File: src/sim_macros.svh
//////////////////////////////////////////////////////////////////////
// latencies are in clock edges and must be at least 1
// console offset is matched on address bits 13:0 only
//////////////////////////////////////////////////////////////////////
`ifndef SIM_MACROS_SVH
`define SIM_MACROS_SVH

// memory bus responder
`define MEM_READ_LATENCY 6
`define MEM_WRITE_LATENCY 6
`define MEM_READ_DATA 32'hFFFFFF21
`define CONSOLE_ADDR 14'h1000

// collection window markers, both are addi x0 forms
`define START_MARKER 32'h00C00013
`define END_MARKER 32'h00D00013

// retire path
`define RETIRE_PORTS 2
`define COUNT_W 32

`endif

File: src/sim_pkg.sv
//////////////////////////////////////////////////////////////////////
// bus structs carry no IDs and no burst fields
// counter width comes from COUNT_W in the macros header
//////////////////////////////////////////////////////////////////////
`default_nettype none

`include "sim_macros.svh"

package sim_pkg;

    //////////////////////////////////////////////////////////////////////
    // memory bus
    typedef struct packed {
        logic        arvalid;
        logic [31:0] araddr;
        logic        rready;
        logic        awvalid;
        logic [31:0] awaddr;
        logic        wvalid;
        logic [31:0] wdata;
        logic [3:0]  wstrb;
        logic        bready;
    } bus_req_t;

    typedef struct packed {
        logic        arready;
        logic        rvalid;
        logic [31:0] rdata;
        logic [1:0]  rresp;
        logic        awready;
        logic        wready;
        logic        bvalid;
        logic [1:0]  bresp;
    } bus_rsp_t;

    //////////////////////////////////////////////////////////////////////
    // instruction views
    typedef enum logic [4:0] {
        arith     = 5'b01100,
        arith_imm = 5'b00100,
        auipc     = 5'b00101,
        lui       = 5'b01101,
        branch    = 5'b11000,
        jal       = 5'b11011,
        jalr      = 5'b11001,
        load      = 5'b00000,
        amo       = 5'b01011,
        store     = 5'b01000,
        system    = 5'b11100,
        fence     = 5'b00011
    } opcode_e;

    typedef struct packed {
        logic [6:0] funct7;
        logic [4:0] rs2;
        logic [4:0] rs1;
        logic [2:0] funct3;
        logic [4:0] rd;
        logic [6:0] opcode;
    } r_type_t;

    // raw view for marker match, R-type view for the class decode
    typedef union packed {
        logic [31:0] raw;
        r_type_t     r;
    } instr_word_u;

    typedef struct packed {
        logic        valid;
        instr_word_u instr;
    } retire_port_t;

    //////////////////////////////////////////////////////////////////////
    // statistics
    typedef struct packed {
        logic alu;
        logic br;
        logic mul;
        logic div;
        logic load;
        logic store;
        logic misc;
    } mix_class_t;

    // field order matches mix_class_t, cycles last
    typedef struct packed {
        logic [`COUNT_W-1:0] alu;
        logic [`COUNT_W-1:0] br;
        logic [`COUNT_W-1:0] mul;
        logic [`COUNT_W-1:0] div;
        logic [`COUNT_W-1:0] load;
        logic [`COUNT_W-1:0] store;
        logic [`COUNT_W-1:0] misc;
        logic [`COUNT_W-1:0] cycles;
    } mix_counts_t;

endpackage

`default_nettype wire

File: src/bus_latency_responder.sv
//////////////////////////////////////////////////////////////////////
// one read and one write outstanding at a time
// reads return a constant word, write data is dropped
// console byte is wdata[7:0] regardless of wstrb
//////////////////////////////////////////////////////////////////////
`timescale 1ns/1ps
`default_nettype none

`include "sim_macros.svh"

module bus_latency_responder (
    input  logic             clk,
    input  logic             rst,
    input  sim_pkg::bus_req_t req,
    output sim_pkg::bus_rsp_t rsp,
    output logic             console_valid,
    output logic [7:0]       console_byte
);
    import sim_pkg::*;

    localparam int rd_cnt_w = $clog2(`MEM_READ_LATENCY + 1);
    localparam int wr_cnt_w = $clog2(`MEM_WRITE_LATENCY + 1);

    logic                arready_q;
    logic                rd_busy;
    logic [rd_cnt_w-1:0] rd_cnt;
    logic                rvalid_q;

    logic                awready_q;
    logic                wr_busy;
    logic [wr_cnt_w-1:0] wr_cnt;
    logic                wready_q;
    logic                b_pend;
    logic                bvalid_q;
    logic [13:0]         aw_addr_q;

    logic ar_xfer;
    logic r_xfer;
    logic aw_xfer;
    logic w_xfer;
    logic b_xfer;

    assign ar_xfer = req.arvalid && arready_q;
    assign r_xfer  = rvalid_q && req.rready;
    assign aw_xfer = req.awvalid && awready_q;
    assign w_xfer  = req.wvalid && wready_q;
    assign b_xfer  = bvalid_q && req.bready;

    //////////////////////////////////////////////////////////////////////
    // read channel
    always_ff @(posedge clk) begin
        if (rst) begin
            arready_q <= 1'b1;
            rd_busy   <= 1'b0;
            rd_cnt    <= '0;
            rvalid_q  <= 1'b0;
        end else begin
            if (ar_xfer) begin
                arready_q <= 1'b0;
                rd_busy   <= 1'b1;
                rd_cnt    <= rd_cnt_w'(`MEM_READ_LATENCY - 1);
            end else if (rd_busy) begin
                if (rd_cnt == '0) begin
                    rd_busy  <= 1'b0;
                    rvalid_q <= 1'b1;
                end else begin
                    rd_cnt <= rd_cnt - 1'b1;
                end
            end

            // address side reopens with the data handshake
            if (r_xfer) begin
                rvalid_q  <= 1'b0;
                arready_q <= 1'b1;
            end
        end
    end

    //////////////////////////////////////////////////////////////////////
    // write channels
    always_ff @(posedge clk) begin
        if (rst) begin
            awready_q <= 1'b1;
            wr_busy   <= 1'b0;
            wr_cnt    <= '0;
            wready_q  <= 1'b0;
            b_pend    <= 1'b0;
            bvalid_q  <= 1'b0;
        end else begin
            if (aw_xfer) begin
                awready_q <= 1'b0;
                wr_busy   <= 1'b1;
                wr_cnt    <= wr_cnt_w'(`MEM_WRITE_LATENCY - 1);
            end else if (wr_busy) begin
                if (wr_cnt == '0) begin
                    wr_busy  <= 1'b0;
                    wready_q <= 1'b1;
                end else begin
                    wr_cnt <= wr_cnt - 1'b1;
                end
            end

            // response goes out one edge after the data beat
            b_pend <= w_xfer;
            if (w_xfer) begin
                wready_q <= 1'b0;
            end
            if (b_pend) begin
                bvalid_q <= 1'b1;
            end else if (b_xfer) begin
                bvalid_q  <= 1'b0;
                awready_q <= 1'b1;
            end
        end
    end

    // only the console offset bits are kept
    always_ff @(posedge clk) begin
        if (aw_xfer) begin
            aw_addr_q <= req.awaddr[13:0];
        end
    end

    //////////////////////////////////////////////////////////////////////
    // console capture
    always_ff @(posedge clk) begin
        if (rst) begin
            console_valid <= 1'b0;
        end else begin
            console_valid <= w_xfer && (aw_addr_q == `CONSOLE_ADDR);
        end
    end

    always_ff @(posedge clk) begin
        if (w_xfer) begin
            console_byte <= req.wdata[7:0];
        end
    end

    always_comb begin
        rsp         = '0;
        rsp.arready = arready_q;
        rsp.rvalid  = rvalid_q;
        rsp.rdata   = `MEM_READ_DATA;
        rsp.rresp   = 2'b00;
        rsp.awready = awready_q;
        rsp.wready  = wready_q;
        rsp.bvalid  = bvalid_q;
        rsp.bresp   = 2'b00;
    end

    // responses may not be withdrawn before the manager takes them
    rvalid_hold: assert property (@(posedge clk) disable iff (rst)
        rsp.rvalid && !req.rready |=> rsp.rvalid);

    bvalid_hold: assert property (@(posedge clk) disable iff (rst)
        rsp.bvalid && !req.bready |=> rsp.bvalid);

endmodule

`default_nettype wire

File: src/instr_mix_classifier.sv
//////////////////////////////////////////////////////////////////////
// one register stage, outputs lag the retire group by one edge
// mul/div detection assumes the M extension encoding on arith ops
//////////////////////////////////////////////////////////////////////
`timescale 1ns/1ps
`default_nettype none

`include "sim_macros.svh"

module instr_mix_classifier (
    input  logic                  clk,
    input  logic                  rst,
    input  sim_pkg::retire_port_t retire [`RETIRE_PORTS],
    output sim_pkg::mix_class_t   port_class [`RETIRE_PORTS],
    output logic                  start_hit,
    output logic                  end_hit
);
    import sim_pkg::*;

    opcode_e    op [`RETIRE_PORTS];
    logic       is_mext [`RETIRE_PORTS];
    mix_class_t class_d [`RETIRE_PORTS];
    logic       start_d;
    logic       end_d;

    //////////////////////////////////////////////////////////////////////
    // per-port decode
    always_comb begin
        start_d = 1'b0;
        end_d   = 1'b0;
        for (int i = 0; i < `RETIRE_PORTS; i++) begin
            op[i]      = opcode_e'(retire[i].instr.r.opcode[6:2]);
            // funct7 bit 0 marks multiply/divide on register ops
            is_mext[i] = (op[i] == arith) && retire[i].instr.r.funct7[0];

            class_d[i].alu   = retire[i].valid && !is_mext[i]
                               && (op[i] inside {arith, arith_imm, auipc, lui});
            class_d[i].br    = retire[i].valid && (op[i] inside {branch, jal, jalr});
            class_d[i].mul   = retire[i].valid && is_mext[i] && !retire[i].instr.r.funct3[2];
            class_d[i].div   = retire[i].valid && is_mext[i] && retire[i].instr.r.funct3[2];
            // amo counts as both a load and a store
            class_d[i].load  = retire[i].valid && (op[i] inside {load, amo});
            class_d[i].store = retire[i].valid && (op[i] inside {store, amo});
            class_d[i].misc  = retire[i].valid && (op[i] inside {system, fence});

            start_d |= retire[i].valid && (retire[i].instr.raw == `START_MARKER);
            end_d   |= retire[i].valid && (retire[i].instr.raw == `END_MARKER);
        end
    end

    //////////////////////////////////////////////////////////////////////
    // output stage
    always_ff @(posedge clk) begin
        if (rst) begin
            start_hit <= 1'b0;
            end_hit   <= 1'b0;
            for (int i = 0; i < `RETIRE_PORTS; i++) begin
                port_class[i] <= '0;
            end
        end else begin
            start_hit <= start_d;
            end_hit   <= end_d;
            for (int i = 0; i < `RETIRE_PORTS; i++) begin
                port_class[i] <= class_d[i];
            end
        end
    end

    // at most one execution class per word, mul and div included
    for (genvar g = 0; g < `RETIRE_PORTS; g++) begin : gen_chk
        class_excl: assert property (@(posedge clk) disable iff (rst)
            $onehot0({port_class[g].alu, port_class[g].br, port_class[g].mul,
                      port_class[g].div, port_class[g].misc}));
    end

endmodule

`default_nettype wire

File: src/mix_stats_counters.sv
//////////////////////////////////////////////////////////////////////
// counters wrap silently at COUNT_W bits
// end marker wins over start marker in the same group
//////////////////////////////////////////////////////////////////////
`timescale 1ns/1ps
`default_nettype none

`include "sim_macros.svh"

module mix_stats_counters (
    input  logic                 clk,
    input  logic                 rst,
    input  sim_pkg::mix_class_t  port_class [`RETIRE_PORTS],
    input  logic                 start_hit,
    input  logic                 end_hit,
    output sim_pkg::mix_counts_t counts,
    output logic                 window_active,
    output logic                 stats_done
);
    import sim_pkg::*;

    localparam int num_class = $bits(mix_class_t);
    localparam int pop_w     = $clog2(`RETIRE_PORTS + 1);

    // index c+1 holds class bit c, index 0 is the cycle count
    logic [num_class:0][`COUNT_W-1:0] cnt_q;
    logic [num_class-1:0][pop_w-1:0]  pop;
    logic                             counting;

    //////////////////////////////////////////////////////////////////////
    // per-class population across the ports
    always_comb begin
        pop = '0;
        for (int i = 0; i < `RETIRE_PORTS; i++) begin
            for (int c = 0; c < num_class; c++) begin
                pop[c] = pop[c] + pop_w'(port_class[i][c]);
            end
        end
    end

    // marker cycles never count
    assign counting = window_active && !start_hit && !end_hit;

    //////////////////////////////////////////////////////////////////////
    // window control
    always_ff @(posedge clk) begin
        if (rst) begin
            window_active <= 1'b0;
            stats_done    <= 1'b0;
        end else begin
            stats_done <= end_hit && window_active;
            if (end_hit) begin
                window_active <= 1'b0;
            end else if (start_hit) begin
                window_active <= 1'b1;
            end
        end
    end

    always_ff @(posedge clk) begin
        if (rst || start_hit) begin
            cnt_q <= '0;
        end else if (counting) begin
            cnt_q[0] <= cnt_q[0] + 1'b1;
            for (int c = 0; c < num_class; c++) begin
                cnt_q[c+1] <= cnt_q[c+1] + `COUNT_W'(pop[c]);
            end
        end
    end

    assign counts = cnt_q;

    // the closed window cannot end a second time
    done_single_pulse: assert property (@(posedge clk) disable iff (rst)
        stats_done |=> !stats_done);

endmodule

`default_nettype wire

File: src/sim_harness_top.sv
//////////////////////////////////////////////////////////////////////
// retire ports are driven from outside, no core inside
// counts are valid while stats_done is high
//////////////////////////////////////////////////////////////////////
`timescale 1ns/1ps
`default_nettype none

`include "sim_macros.svh"

module sim_harness_top (
    input  logic                  clk,
    input  logic                  rst,
    input  sim_pkg::bus_req_t     req,
    output sim_pkg::bus_rsp_t     rsp,
    output logic                  console_valid,
    output logic [7:0]            console_byte,
    input  sim_pkg::retire_port_t retire [`RETIRE_PORTS],
    output sim_pkg::mix_counts_t  counts,
    output logic                  window_active,
    output logic                  stats_done
);
    import sim_pkg::*;

    mix_class_t port_class [`RETIRE_PORTS];
    logic       start_hit;
    logic       end_hit;

    //////////////////////////////////////////////////////////////////////
    // memory bus and console
    bus_latency_responder u_bus_latency_responder (
        .clk           (clk),
        .rst           (rst),
        .req           (req),
        .rsp           (rsp),
        .console_valid (console_valid),
        .console_byte  (console_byte)
    );

    //////////////////////////////////////////////////////////////////////
    // instruction mix, classify then count
    instr_mix_classifier u_instr_mix_classifier (
        .clk        (clk),
        .rst        (rst),
        .retire     (retire),
        .port_class (port_class),
        .start_hit  (start_hit),
        .end_hit    (end_hit)
    );

    mix_stats_counters u_mix_stats_counters (
        .clk           (clk),
        .rst           (rst),
        .port_class    (port_class),
        .start_hit     (start_hit),
        .end_hit       (end_hit),
        .counts        (counts),
        .window_active (window_active),
        .stats_done    (stats_done)
    );

endmodule

`default_nettype wire

File: config.mk
export PLATFORM = sky130hd
export DESIGN_NAME = sim_harness_top
export DESIGN_NICKNAME = d
export VERILOG_FILES = /design/src/sim_pkg.sv /design/src/bus_latency_responder.sv /design/src/instr_mix_classifier.sv /design/src/mix_stats_counters.sv /design/src/sim_harness_top.sv
export VERILOG_INCLUDE_DIRS = /design/src /design/src/src
export SDC_FILE = /design/constraint.sdc
export NUM_CORES = 1
export LEC_CHECK = 0
export BUFFER_PORTS_ARGS = -buffer_cell sky130_fd_sc_hd__buf_4
export CORE_MARGIN = 2
export CORE_UTILIZATION = 26
export DETAILED_ROUTE_END_ITERATION = 12
export GPL_TIMING_DRIVEN = 1
export SLEW_MARGIN = 10
export SYNTH_ARGS = -nofsm -noshare
export SYNTH_HDL_FRONTEND = slang
export SYNTH_SLANG_ARGS = --single-unit
File: constraint.sdc
create_clock -name clk -period 3.53 [get_ports clk]
set_input_delay 0.5295 -clock clk [delete_from_list [all_inputs] [get_ports clk]]
set_output_delay 0.5295 -clock clk [all_outputs]
set_load 0.05 [all_outputs]
# --- After elaboration in Yosys (flattened, before gate mapping) ---
# Index checks and enable logic that the tools add are counted.
classes:
  n_addsub: 17
  eq_ne: 29
  mux: 17
  bitwise: 6
  reduce_logical: 68
op_table:
  columns: ["cell", "count"]
  rows:
  - ["$add 32x2->32", 7]
  - ["$eq 32x24->1 const B", 4]
  - ["$eq 5x4->1 const B", 8]
  - ["$eq 5x5->1 const B", 8]
  - ["$logic_and 1x1->1", 33]
  - ["$add 32x1->32 const B", 1]
  - ["$eq 5x3->1 const B", 4]
  - ["$mux 3", 6]
  - ["$reduce_bool 2->1", 9]
  - ["$add 1x1->2", 7]
  - ["$eq 14x13->1 const B", 1]
  - ["$mux 1", 11]
  - ["$eq 5x2->1 const B", 2]
  - ["$logic_not 5->1", 2]
  - ["$reduce_or 2->1", 5]
  - ["$reduce_and 2->1", 4]
  - ["$reduce_bool 4->1", 2]
  - ["$logic_not 1->1", 6]
  - ["$logic_not 3->1", 2]
  - ["$reduce_and 3->1", 2]
  - ["$reduce_bool 3->1", 2]
  - ["$sub 3x1->3 const B", 2]
  - ["$ne 2x1->1 const B", 2]
  - ["$not 1->1", 4]
  - ["2 further kinds", 3]
word_totals:
  ff_bits: 311
  in_bits: 173
  output_inout_bits: 308
  elab_cells: 178

# --- Depth between registers and ports, before layout ---
# Gate-level depths: netlist of the first run.
logic_depth:
  word_depth: 5
  mapped_depth: 11
  ltp_nobuf: 8

# --- Cells and area by module ---
# From an unflattened synthesis of the first run, not the netlist that was laid out.
hier_totals:
  hier_cells: 1604
  hier_area_um2: 14142.3
by_module_without_submodules:
  columns: ["mod", "n_inst", "cells_each", "area_each_um2", "seq_area_each_um2"]
  rows:
  - ["mix_stats_counters", 1, 1373, 11688.7, 5165.0]
  - ["bus_latency_responder", 1, 141, 1682.9, 960.9]
  - ["instr_mix_classifier", 1, 90, 770.7, 320.3]

# --- Worst setup path after synthesis of the first run ---
# OpenSTA, ideal clock, no wires.
synth_path:
  path_kind: "flip-flop to flip-flop"
  startpoint: "register u_mix_stats_counters.cnt_q, in the netlist u_mix_stats_counters.counts[32]"
  endpoint: "register u_mix_stats_counters.cnt_q, in the netlist u_mix_stats_counters.counts[54]"
  t_arrival_ns: 2.948
  slack_ns: 0.512
  stages_incl_launch_ff: 12
  path_cell_list: "dfxtp_1 > inv_1 > fa_1 > inv_1 > ha_1 > nand4bb_1 > clkbuf_1 > or4_1 > clkbuf_1 > clkbuf_1 > or3_1 > a21oi_1"
synth_via:
  elab_chain_len: 1
synth_rtl:
  columns: ["element", "line_no", "source"]
  rows:
  - ["from (decl)", "mix_stats_counters.sv:26", "logic [num_class:0][`COUNT_W-1:0] cnt_q;"]
  - ["from (signal, indexed assignment)", "mix_stats_counters.sv:66", "cnt_q[c+1] <= cnt_q[c+1] + `COUNT_W'(pop[c]);"]
  - ["$add 32x2->32", "mix_stats_counters.sv:66", null]
# No other way between the ends.
# A chain may end at the register's enable or synchronous reset.

# --- Worst setup path after layout of the first run ---
layout_path:
  startpoint: "register u_mix_stats_counters.cnt_q, in the netlist u_mix_stats_counters.counts[32]"
  endpoint: "register u_mix_stats_counters.cnt_q, in the netlist u_mix_stats_counters.counts[56]"
# Same word-level chain as after synthesis.

==> results of run 1 <==
[power breakdown]
part / internal [mW] / switching [mW]
Sequential: 3.58 / 0.0103
Combinational: 0.112 / 0.241
Clock: 2.31 / 1.56
[state kept, by name, summed over array words and instances (netlist names)]
register                               flops
u_bus_latency_responder.bvalid_q           1
u_bus_latency_responder.rvalid_q           1
u_instr_mix_classifier.start_hit           1
u_bus_latency_responder.console_byte       8
u_bus_latency_responder.rd_cnt             3
u_instr_mix_classifier.end_hit             1
u_bus_latency_responder.wready_q           1
u_bus_latency_responder.rd_busy            1
u_bus_latency_responder.awready_q          1
u_bus_latency_responder.arready_q          1
u_mix_stats_counters.window_active         1
u_mix_stats_counters.stats_done            1
u_bus_latency_responder.b_pend             1
u_instr_mix_classifier.port_class         14
u_bus_latency_responder.wr_busy            1
u_mix_stats_counters.counts              256
u_bus_latency_responder.console_valid      1
u_bus_latency_responder.wr_cnt             3
u_bus_latency_responder.aw_addr_q         14
[area by class of cell]
type | instances | area (µm²) | share of cell area
clock inverter | 7 | 63.8 | 0.00329
sequential | 311 | 6450 | 0.332
antenna | 2 | 5.00 | 0.000258
timing repair buffer | 383 | 2900 | 0.149
multi-input combinational | 1217 | 7630 | 0.393
clock buffer | 57 | 1150 | 0.0590
inverter | 72 | 270 | 0.0139
tap | 756 | 946 | 0.0487
[cells in the final DEF, fill, tap and decap left out, types with 43 or more instances in the layout]
| cell type | n |
|---|---|
| o21ai_0 | 46 |
| xnor2_1 | 43 |
| inv_1 | 72 |
| nand4_1 | 80 |
| nand3_1 | 79 |
| dfxtp_1 | 288 |
| nand2_1 | 120 |
| a21oi_1 | 167 |
| buf_4 | 381 |
| nor2_1 | 85 |
| or3_1 | 65 |
| or4_1 | 104 |
| o31ai_1 | 89 |
[per-stage QoR]
step / total power [mW] / std cells / instance area, µm² / setup WS (ns)
floorplan: 3.90 / 1734 / 15000 / 0.512
global placement: 4.01 / 2739 / 18200 / 0.575
detailed placement: 4.02 / 2739 / 18200 / 0.562
CTS: 7.96 / 2803 / 19400 / 0.531
global route: 8.10 / 2803 / 19400 / 0.399
finish: 7.81 / 2805 / 19400 / 0.570
[metal layers]
metal  track usage  vias to the layer above  share of wire
met5             0                        -        0.00054
met4        0.0411                        4          0.022
met3        0.0435                       75          0.069
met2         0.264                      423           0.46
met1         0.212                     6982           0.45
li1              -                     6989              -
[cells by family (layout without fill, tap and decap cells)]
| logic type | Yosys count | count (layout) | share of synthesized area |
|---|---|---|---|
| mux | 13 | 13 | 0.00875 |
| flops | 311 | 311 | 0.433 |
| compound gates | 341 | 341 | 0.140 |
| other cells | 2 | 38 | 0.000505 |
| fa+ha+maj | 19 | 19 | 0.0195 |
| buf+inv | 206 | 519 | 0.0631 |
| xor+xnor | 81 | 81 | 0.0477 |
| simple gates | 727 | 727 | 0.287 |
[path summary, 6_finish.rpt]
check / from / endpoint / slack (ns)
max: u_mix_stats_counters.counts[32] / u_mix_stats_counters.counts[56] / 0.57
min: req[46] / u_bus_latency_responder.aw_addr_q[8] / 0.17
max reg2reg: u_mix_stats_counters.counts[32] / u_mix_stats_counters.counts[56] / 0.57
min reg2reg: u_bus_latency_responder.aw_addr_q[6] / u_bus_latency_responder.console_valid / 0.42
==> impl_metrics.yaml, run 1 <==
route:
  drtPass1Iterations: 5
  avgViaCountPerCell: 5.16
  wl_per_cell_um: 17.9
  drc: 0
  drt_iter0_drc: 789
  wl_mm: 50.3
  vias: 14500
  ant_nets: 0
synth:
  syn_inst: 1700
  post-synth-top-count-cell: "dfxtp_1"
  ys_ff_latch: 311
  synth_top_area_share: 0.389
  yosysSeqAreaShare: 0.433
  yosys-top-cells-count: "dfxtp_1, a21oi_1, nand2_1"
  synth_top_area_cell: "dfxtp_1"
  synth.avg_cell_area_um2: 8.75
  yosysWarnings: 0
  synth_edf_count: 22
  ys.flop_type: "dfxtp_1"
  synthArstFlopShare: 0
  yosys-top-cells-area: "dfxtp_1, a21oi_1, or4_1"
  ys_types: 53
  synth.cell_area_um2: 14900
grt:
  antenna_found_initial: 4
  grt_pass1_wl_mm: 77.3
  grt_usage: 0.162
  grt_pass1_vias: 13500
  grt_max_degree: 98
  overflow: 0
cts:
  hold_buffers: 0
  cts_buffers: 39
  cts.sinks: 311
  post_cts_buffers: 0
  post_cts_resized: 0
  cts.htree.levels: 2
  worst_setup_hold_path_clk_slew_ns: 0.06
  root_buffer: "clkbuf_16"
  cts_tree: "yes"
  clk_path_buf_depth: 3
  clk_latency_ns: 0.55
sta:
  relSlewSlack: 0.420
  tightest_slew_ns: 0.867
  setup_viol: 0
  fin_skew_ns: 0.0163
  timing.hold.ws_ns: 0.166
  rsz0062_at_grt: "false"
  final_max_slew_viol_count: 0
  finalHoldViolations: 0
  fmax_mhz: 338
  final.setup.tns_ns: 0
  period_share: 0.839
  fin_crit_ns: 2.96
die:
  core-area_um2: 56500
  dieArea_um2: 59100
  die_w_um: 243
  ios: 481
  start_util: 0.263
  die_h_um: 243
  placementRows: 87
worst_setup_path:
  cp_max_fo: 17
  crit_required_ns: 4.00
  critical_path_depth: 9
  crit_buf_inv: 3
  r2r_cells: 9
  critPathKind: "reg2reg"
  startpoint_type: "flop"
  critPathArrivalTime_ns: 3.43
  slowest_stage: "or4_1"
  path_delay_family: "simple AND/OR/NAND/NOR gates"
  critPathMaxStageDelay_ns: 0.73
  setup.worst_path.end_class: "flop"
  worstPathCellList: "inv_1 -> fa_1 -> inv_1 -> ha_1 -> nand4bb_1 -> buf_4 -> or4_1 -> or4_1 -> a21oi_1"
cells_and_area:
  drive_gt1_frac: 0.225
  syn2layout_area_growth_pct: 30.5
  utilization: 0.344
  n_fill_cell: 5835
  nNetsFinal: 2216
power_and_ir_drop:
  p_leak_nw: 6.88
  ir_worst_vdd_mv: 0.272
  power.density_nw_per_um2: 402
min_path:
  hold_class: "in2reg"
  hold_depth: 1
placement:
  dp_hpwl_mm: 36.1
  gp_congestion: 0.813
  io_buffers: 366
job:
  drv_cap: 0
run_status:
  status: "completed"
(Power assumes the default switching activity.)
==> run 2, diff against run 1 <==
Clock period 3.53 ns to 2.62 ns, I/O delays scaled along.
==> impl_metrics.yaml, run 2 (synthesized netlist as in run 1, its figures left out) <==
power_and_ir_drop:
  internal_power_mw: 8.46
  total_power_mw: 10.9
  clkPwrFrac: 0.512
  switching_share: 0.227
  power.density_nw_per_um2: 540
  p_leak_nw: 7.26
  switchingPower_mw: 2.49
  p_comb_frac: 0.047
  ir_worst_vdd_mv: 0.435
  seqPwrFrac: 0.441
route:
  vias: 14700
  avgViaCountPerCell: 5.11
  drtPass1Iterations: 4
  ant_nets: 0
  wl_per_cell_um: 17.8
  drc: 0
  drt_iter0_drc: 802
  wl_mm: 51.1
cells_and_area:
  syn2layout_area_growth_pct: 36.2
  ff_latch_area_um2: 6460
  nNetsFinal: 2282
  largest_reg_flops: 256
  fin_area_um2: 20300
  layout_common_cells: "buf_4, dfxtp_1, a21oi_1"
  mostFrequentLayoutCell: "buf_4"
  drive_gt1_frac: 0.252
  n_fill_cell: 5740
  multi_input_area_um2: 7720
sta:
  rsz0062_at_grt: "true"
  relSlewSlack: 0.503
  fin_skew_ns: 0.0141
  fin_crit_ns: 2.56
  period_share: 0.978
  tightest_slew_ns: 0.739
  final_max_slew_viol_count: 0
  fmax_mhz: 390
  setup_viol: 0
  finalHoldViolations: 0
worst_setup_path:
  critPathArrivalTime_ns: 3.04
  setup.worst_path.end_class: "flop"
  cp_max_fo: 6
  r2r_cells: 8
  rr_startpoint: "u_mix_stats_counters.counts[160]"
  crit_start: "u_mix_stats_counters.counts[160]"
  startpoint_type: "flop"
  crit_required_ns: 3.09
  critPathKind: "reg2reg"
  r2r-end: "u_mix_stats_counters.counts[188]"
  r2r_slack_ns: 0.06
  endpoint: "u_mix_stats_counters.counts[188]"
cts:
  clk_latency_ns: 0.55
  cts_buffers: 40
  cts.htree.levels: 2
  clk_path_buf_depth: 3
  cts.sinks: 311
  cts_tree: "yes"
  worst_setup_hold_path_clk_slew_ns: 0.06
  root_buffer: "clkbuf_16"
grt:
  grt_pass1_wl_mm: 78.2
  grt_pass1_vias: 13800
  grt_usage: 0.164
  use_met2: 0.269
  overflow: 0
  grt_use_met1: 0.213
  antenna_found_initial: 5
  top_usage_layer: "met2"
  use_met3: 0.0352
  grt_max_degree: 58
die:
  die_w_um: 243
  die_h_um: 243
  start_util: 0.263
  dieArea_um2: 59100
  ios: 481
  core-area_um2: 56500
  placementRows: 87
placement:
  dp_hpwl_mm: 36.4
  gp_congestion: 0.821
  io_buffers: 366
  dpl_cell_area_um2: 18600
job:
  drv_cap: 0
min_path:
  hold_class: "in2reg"
run_status:
  status: "completed"
## run 2: cell types whose count changed in the layout (fill, tap and decap cells not counted), moves of 6 or more
cell,before,now
a21oi_2,0,6
a21oi_1,167,161
dlygate4sd3_1,0,20
buf_12,2,10
buf_4,381,415
## run 2: area by class of cell
| cell class | instances | area share |
|---|---|---|
| diodes | 1 | 0.000124 |
| clock buffers | 60 | 0.0597 |
| clock inverters | 6 | 0.00544 |
| inverters | 72 | 0.0133 |
| multi-input cells | 1218 | 0.381 |
| flip-flops and latches | 311 | 0.319 |
| well taps | 756 | 0.0467 |
| repair buffers | 447 | 0.175 |
## run 2: per-stage QoR
stage,util,std cells,TNS [ns],worst slack (ns),hold slack (ns)
detailed placement,0.330,2778,0,0.00561,0.397
CTS,0.357,2864,0,0.00973,0.00593
global placement,0.330,2778,0,0.0451,0.396
global route,0.358,2870,-0.0459,-0.0459,0.0182
finish,0.358,2871,0,0.0581,0.0385
floorplan,-,1734,-0.0214,-0.0214,0.389
## run 2: worst max-delay path, cell delays in order, from the launching register on
cell and delay, ns:
dfxtp_4 0.34, inv_2 0.04, fa_2 0.38, inv_1 0.08, ha_2 0.18, nand3_2 0.12
or4_4 0.60, or4_1 0.59, a21oi_2 0.16
## run 2: power groups by stage
stage | Combinational (mW) | Sequential, mW | Clock [mW]
after floorplan | 0.315 | 4.93 | 0
after global placement | 0.473 | 4.93 | 0
after detailed placement | 0.487 | 4.93 | 0
after CTS | 0.512 | 4.83 | 5.78
after global routing | 0.548 | 4.83 | 5.97
final | 0.513 | 4.83 | 5.60
## run 2: how the worst min path moves through the flow
stage / depth (start not counted) / to / from / slack [ns]
after floorplan: 1 / u_bus_latency_responder.console_valid / u_bus_latency_responder.aw_addr_q[4] / 0.39
final: 1 / u_bus_latency_responder.aw_addr_q[0] / req[38] / 0.04
after detailed placement: 1 / u_bus_latency_responder.console_valid / u_bus_latency_responder.aw_addr_q[4] / 0.40
after CTS: 1 / u_bus_latency_responder.aw_addr_q[0] / req[38] / 0.006
after global placement: 1 / u_bus_latency_responder.console_valid / u_bus_latency_responder.aw_addr_q[6] / 0.40
after global routing: 1 / u_bus_latency_responder.aw_addr_q[3] / req[41] / 0.02
## run 2: routing by layer
layer | vias to the layer above | part of all wire
met5 | - | 0.00025
met4 | 2 | 0.030
met3 | 96 | 0.060
met2 | 436 | 0.47
met1 | 7031 | 0.44
li1 | 7107 | -
## run 2: timing repair
item / in CTS / in global routing
setup endpoints to repair: 3 / 28
gates resized for setup: 4 / 15
gates cloned: 0 / 1
hold endpoints to repair: 20 / 0
pin swaps: 0 / 4
hold buffers: 20 / 0
buffers inserted: 0 / 5
==> run 3, diff against run 2 <==
Settings changed: CORE_ASPECT_RATIO set to 1.4.
==> impl_metrics.yaml, run 3 (synthesized netlist as in run 1, its figures left out) <==
worst_setup_path:
  r2r-end: "u_mix_stats_counters.counts[50]"
  critPathArrivalTime_ns: 3.04
  cp_max_fo: 7
  setup.worst_path.end_class: "flop"
  crit_start: "u_instr_mix_classifier.port_class[7]"
  r2r_slack_ns: 0.05
  rr_startpoint: "u_instr_mix_classifier.port_class[7]"
  endpoint: "u_mix_stats_counters.counts[50]"
  crit_required_ns: 3.09
  startpoint_type: "flop"
  r2r_cells: 10
  critPathKind: "reg2reg"
grt:
  overflow: 0
  grt_max_degree: 37
  antenna_found_initial: 2
  grt_pass1_wl_mm: 76.2
  grt_usage: 0.160
  grt_pass1_vias: 13900
sta:
  fin_crit_ns: 2.57
  final_max_slew_viol_count: 0
  tightest_slew_ns: 0.905
  fmax_mhz: 389
  finalHoldViolations: 0
  fin_skew_ns: 0.0255
  relSlewSlack: 0.381
  setup_viol: 0
  period_share: 0.981
route:
  wl_mm: 49.7
  ant_nets: 0
  vias: 14700
  avgViaCountPerCell: 5.17
  drt_iter0_drc: 644
  drtPass1Iterations: 5
  wl_per_cell_um: 17.4
  drc: 0
power_and_ir_drop:
  internal_power_mw: 7.98
  switchingPower_mw: 2.45
  power.density_nw_per_um2: 517
  p_leak_nw: 7.22
  seqPwrFrac: 0.462
  clkPwrFrac: 0.488
  ir_worst_vdd_mv: 0.443
  switching_share: 0.235
  p_comb_frac: 0.049
cells_and_area:
  diodes: 0
  n_fill_cell: 5753
  nNetsFinal: 2282
  mostFrequentLayoutCell: "buf_4"
  fin_cells: 2851
  fin_area_um2: 20200
  utilization: 0.357
  multi_input_area_um2: 7760
  ff_latch_area_um2: 6460
  syn2layout_area_growth_pct: 35.7
  largest_reg_flops: 256
  drive_gt1_frac: 0.256
  layout_common_cells: "buf_4, dfxtp_1, a21oi_1"
cts:
  cts.sinks: 311
  worst_setup_hold_path_clk_slew_ns: 0.06
  cts.htree.levels: 2
  clk_latency_ns: 0.55
  cts_tree: "yes"
  cts_buffers: 35
  root_buffer: "clkbuf_16"
  clk_path_buf_depth: 3
die:
  core-area_um2: 56400
  dieArea_um2: 59200
  ios: 481
  die_h_um: 287
  start_util: 0.263
  die_w_um: 206
  placementRows: 103
placement:
  gp_congestion: 0.816
  io_buffers: 366
  place_inst: 2762
  dpl_cell_area_um2: 18600
  dp_hpwl_mm: 35.6
min_path:
  hold_class: "in2reg"
job:
  drv_cap: 0
run_status:
  status: "completed"
==> run 3: layer usage <==
metal | up-vias | global-route usage | wire length, µm
li1 | 7106 | - | -
met1 | 7110 | 0.193 | 20900
met2 | 434 | 0.285 | 24900
met3 | 90 | 0.0254 | 2420
met4 | 0 | 0.0564 | 1580
met5 | - | 0 | 0
==> run 3: cell type report <==
class,count,share of cell area
clock buffers,53,0.0539
repair buffers,452,0.178
clock inverters,10,0.00459
multi-input cells,1218,0.385
flip-flops and latches,311,0.320
inverters,72,0.0134
well taps,735,0.0456
==> run 3: timing repair <==
action / in CTS / in global routing
hold buffers: 21 / 0
endpoints found under the hold margin: 21 / 0
gates cloned: 0 / 2
gates resized for setup: 2 / 31
pin swaps: 1 / 7
setup buffers: 0 / 3
endpoints found under the setup margin: 13 / 39
==> run 3: through the flow <==
step,TNS [ns],hold WS [ns],power (mW),setup WS [ns]
3_5_place_dp,-0.466,0.400,5.42,-0.0969
6_report,0,0.0474,10.4,0.0507
4_1_cts,0,0.00117,10.6,0.0117
5_1_grt,-0.0400,0.0160,10.8,-0.0188
2_1_floorplan,-0.0214,0.389,5.25,-0.0214
3_3_place_gp,-0.206,0.395,5.41,-0.0516
==> run 3: worst min path at each step <==
stage,from,to,depth (start not counted)
after floorplan,u_bus_latency_responder.aw_addr_q[4],u_bus_latency_responder.console_valid,1
after global placement,u_bus_latency_responder.aw_addr_q[4],u_bus_latency_responder.console_valid,1
after detailed placement,u_bus_latency_responder.aw_addr_q[4],u_bus_latency_responder.console_valid,1
after CTS,req[47],u_bus_latency_responder.aw_addr_q[9],1
after global routing,req[47],u_bus_latency_responder.aw_addr_q[9],1
final,req[47],u_bus_latency_responder.aw_addr_q[9],1
==> run 3: power groups by stage <==
stage | registers (mW) | clock network, mW | logic, mW
final | 4.83 | 5.10 | 0.513
after global routing | 4.83 | 5.46 | 0.552
after CTS | 4.82 | 5.28 | 0.515
after detailed placement | 4.93 | 0 | 0.488
after global placement | 4.93 | 0 | 0.476
after floorplan | 4.93 | 0 | 0.315
==> run 3: critical path, cell delays in order, from the launching register on <==
cell       delay (ns)
dfxtp_2          0.32
inv_1            0.05
fa_2             0.40
inv_2            0.06
ha_2             0.18
nand4bb_1        0.15
or4_4            0.53
buf_4            0.16
clkbuf_16        0.15
or3_1            0.34
a21oi_1          0.16
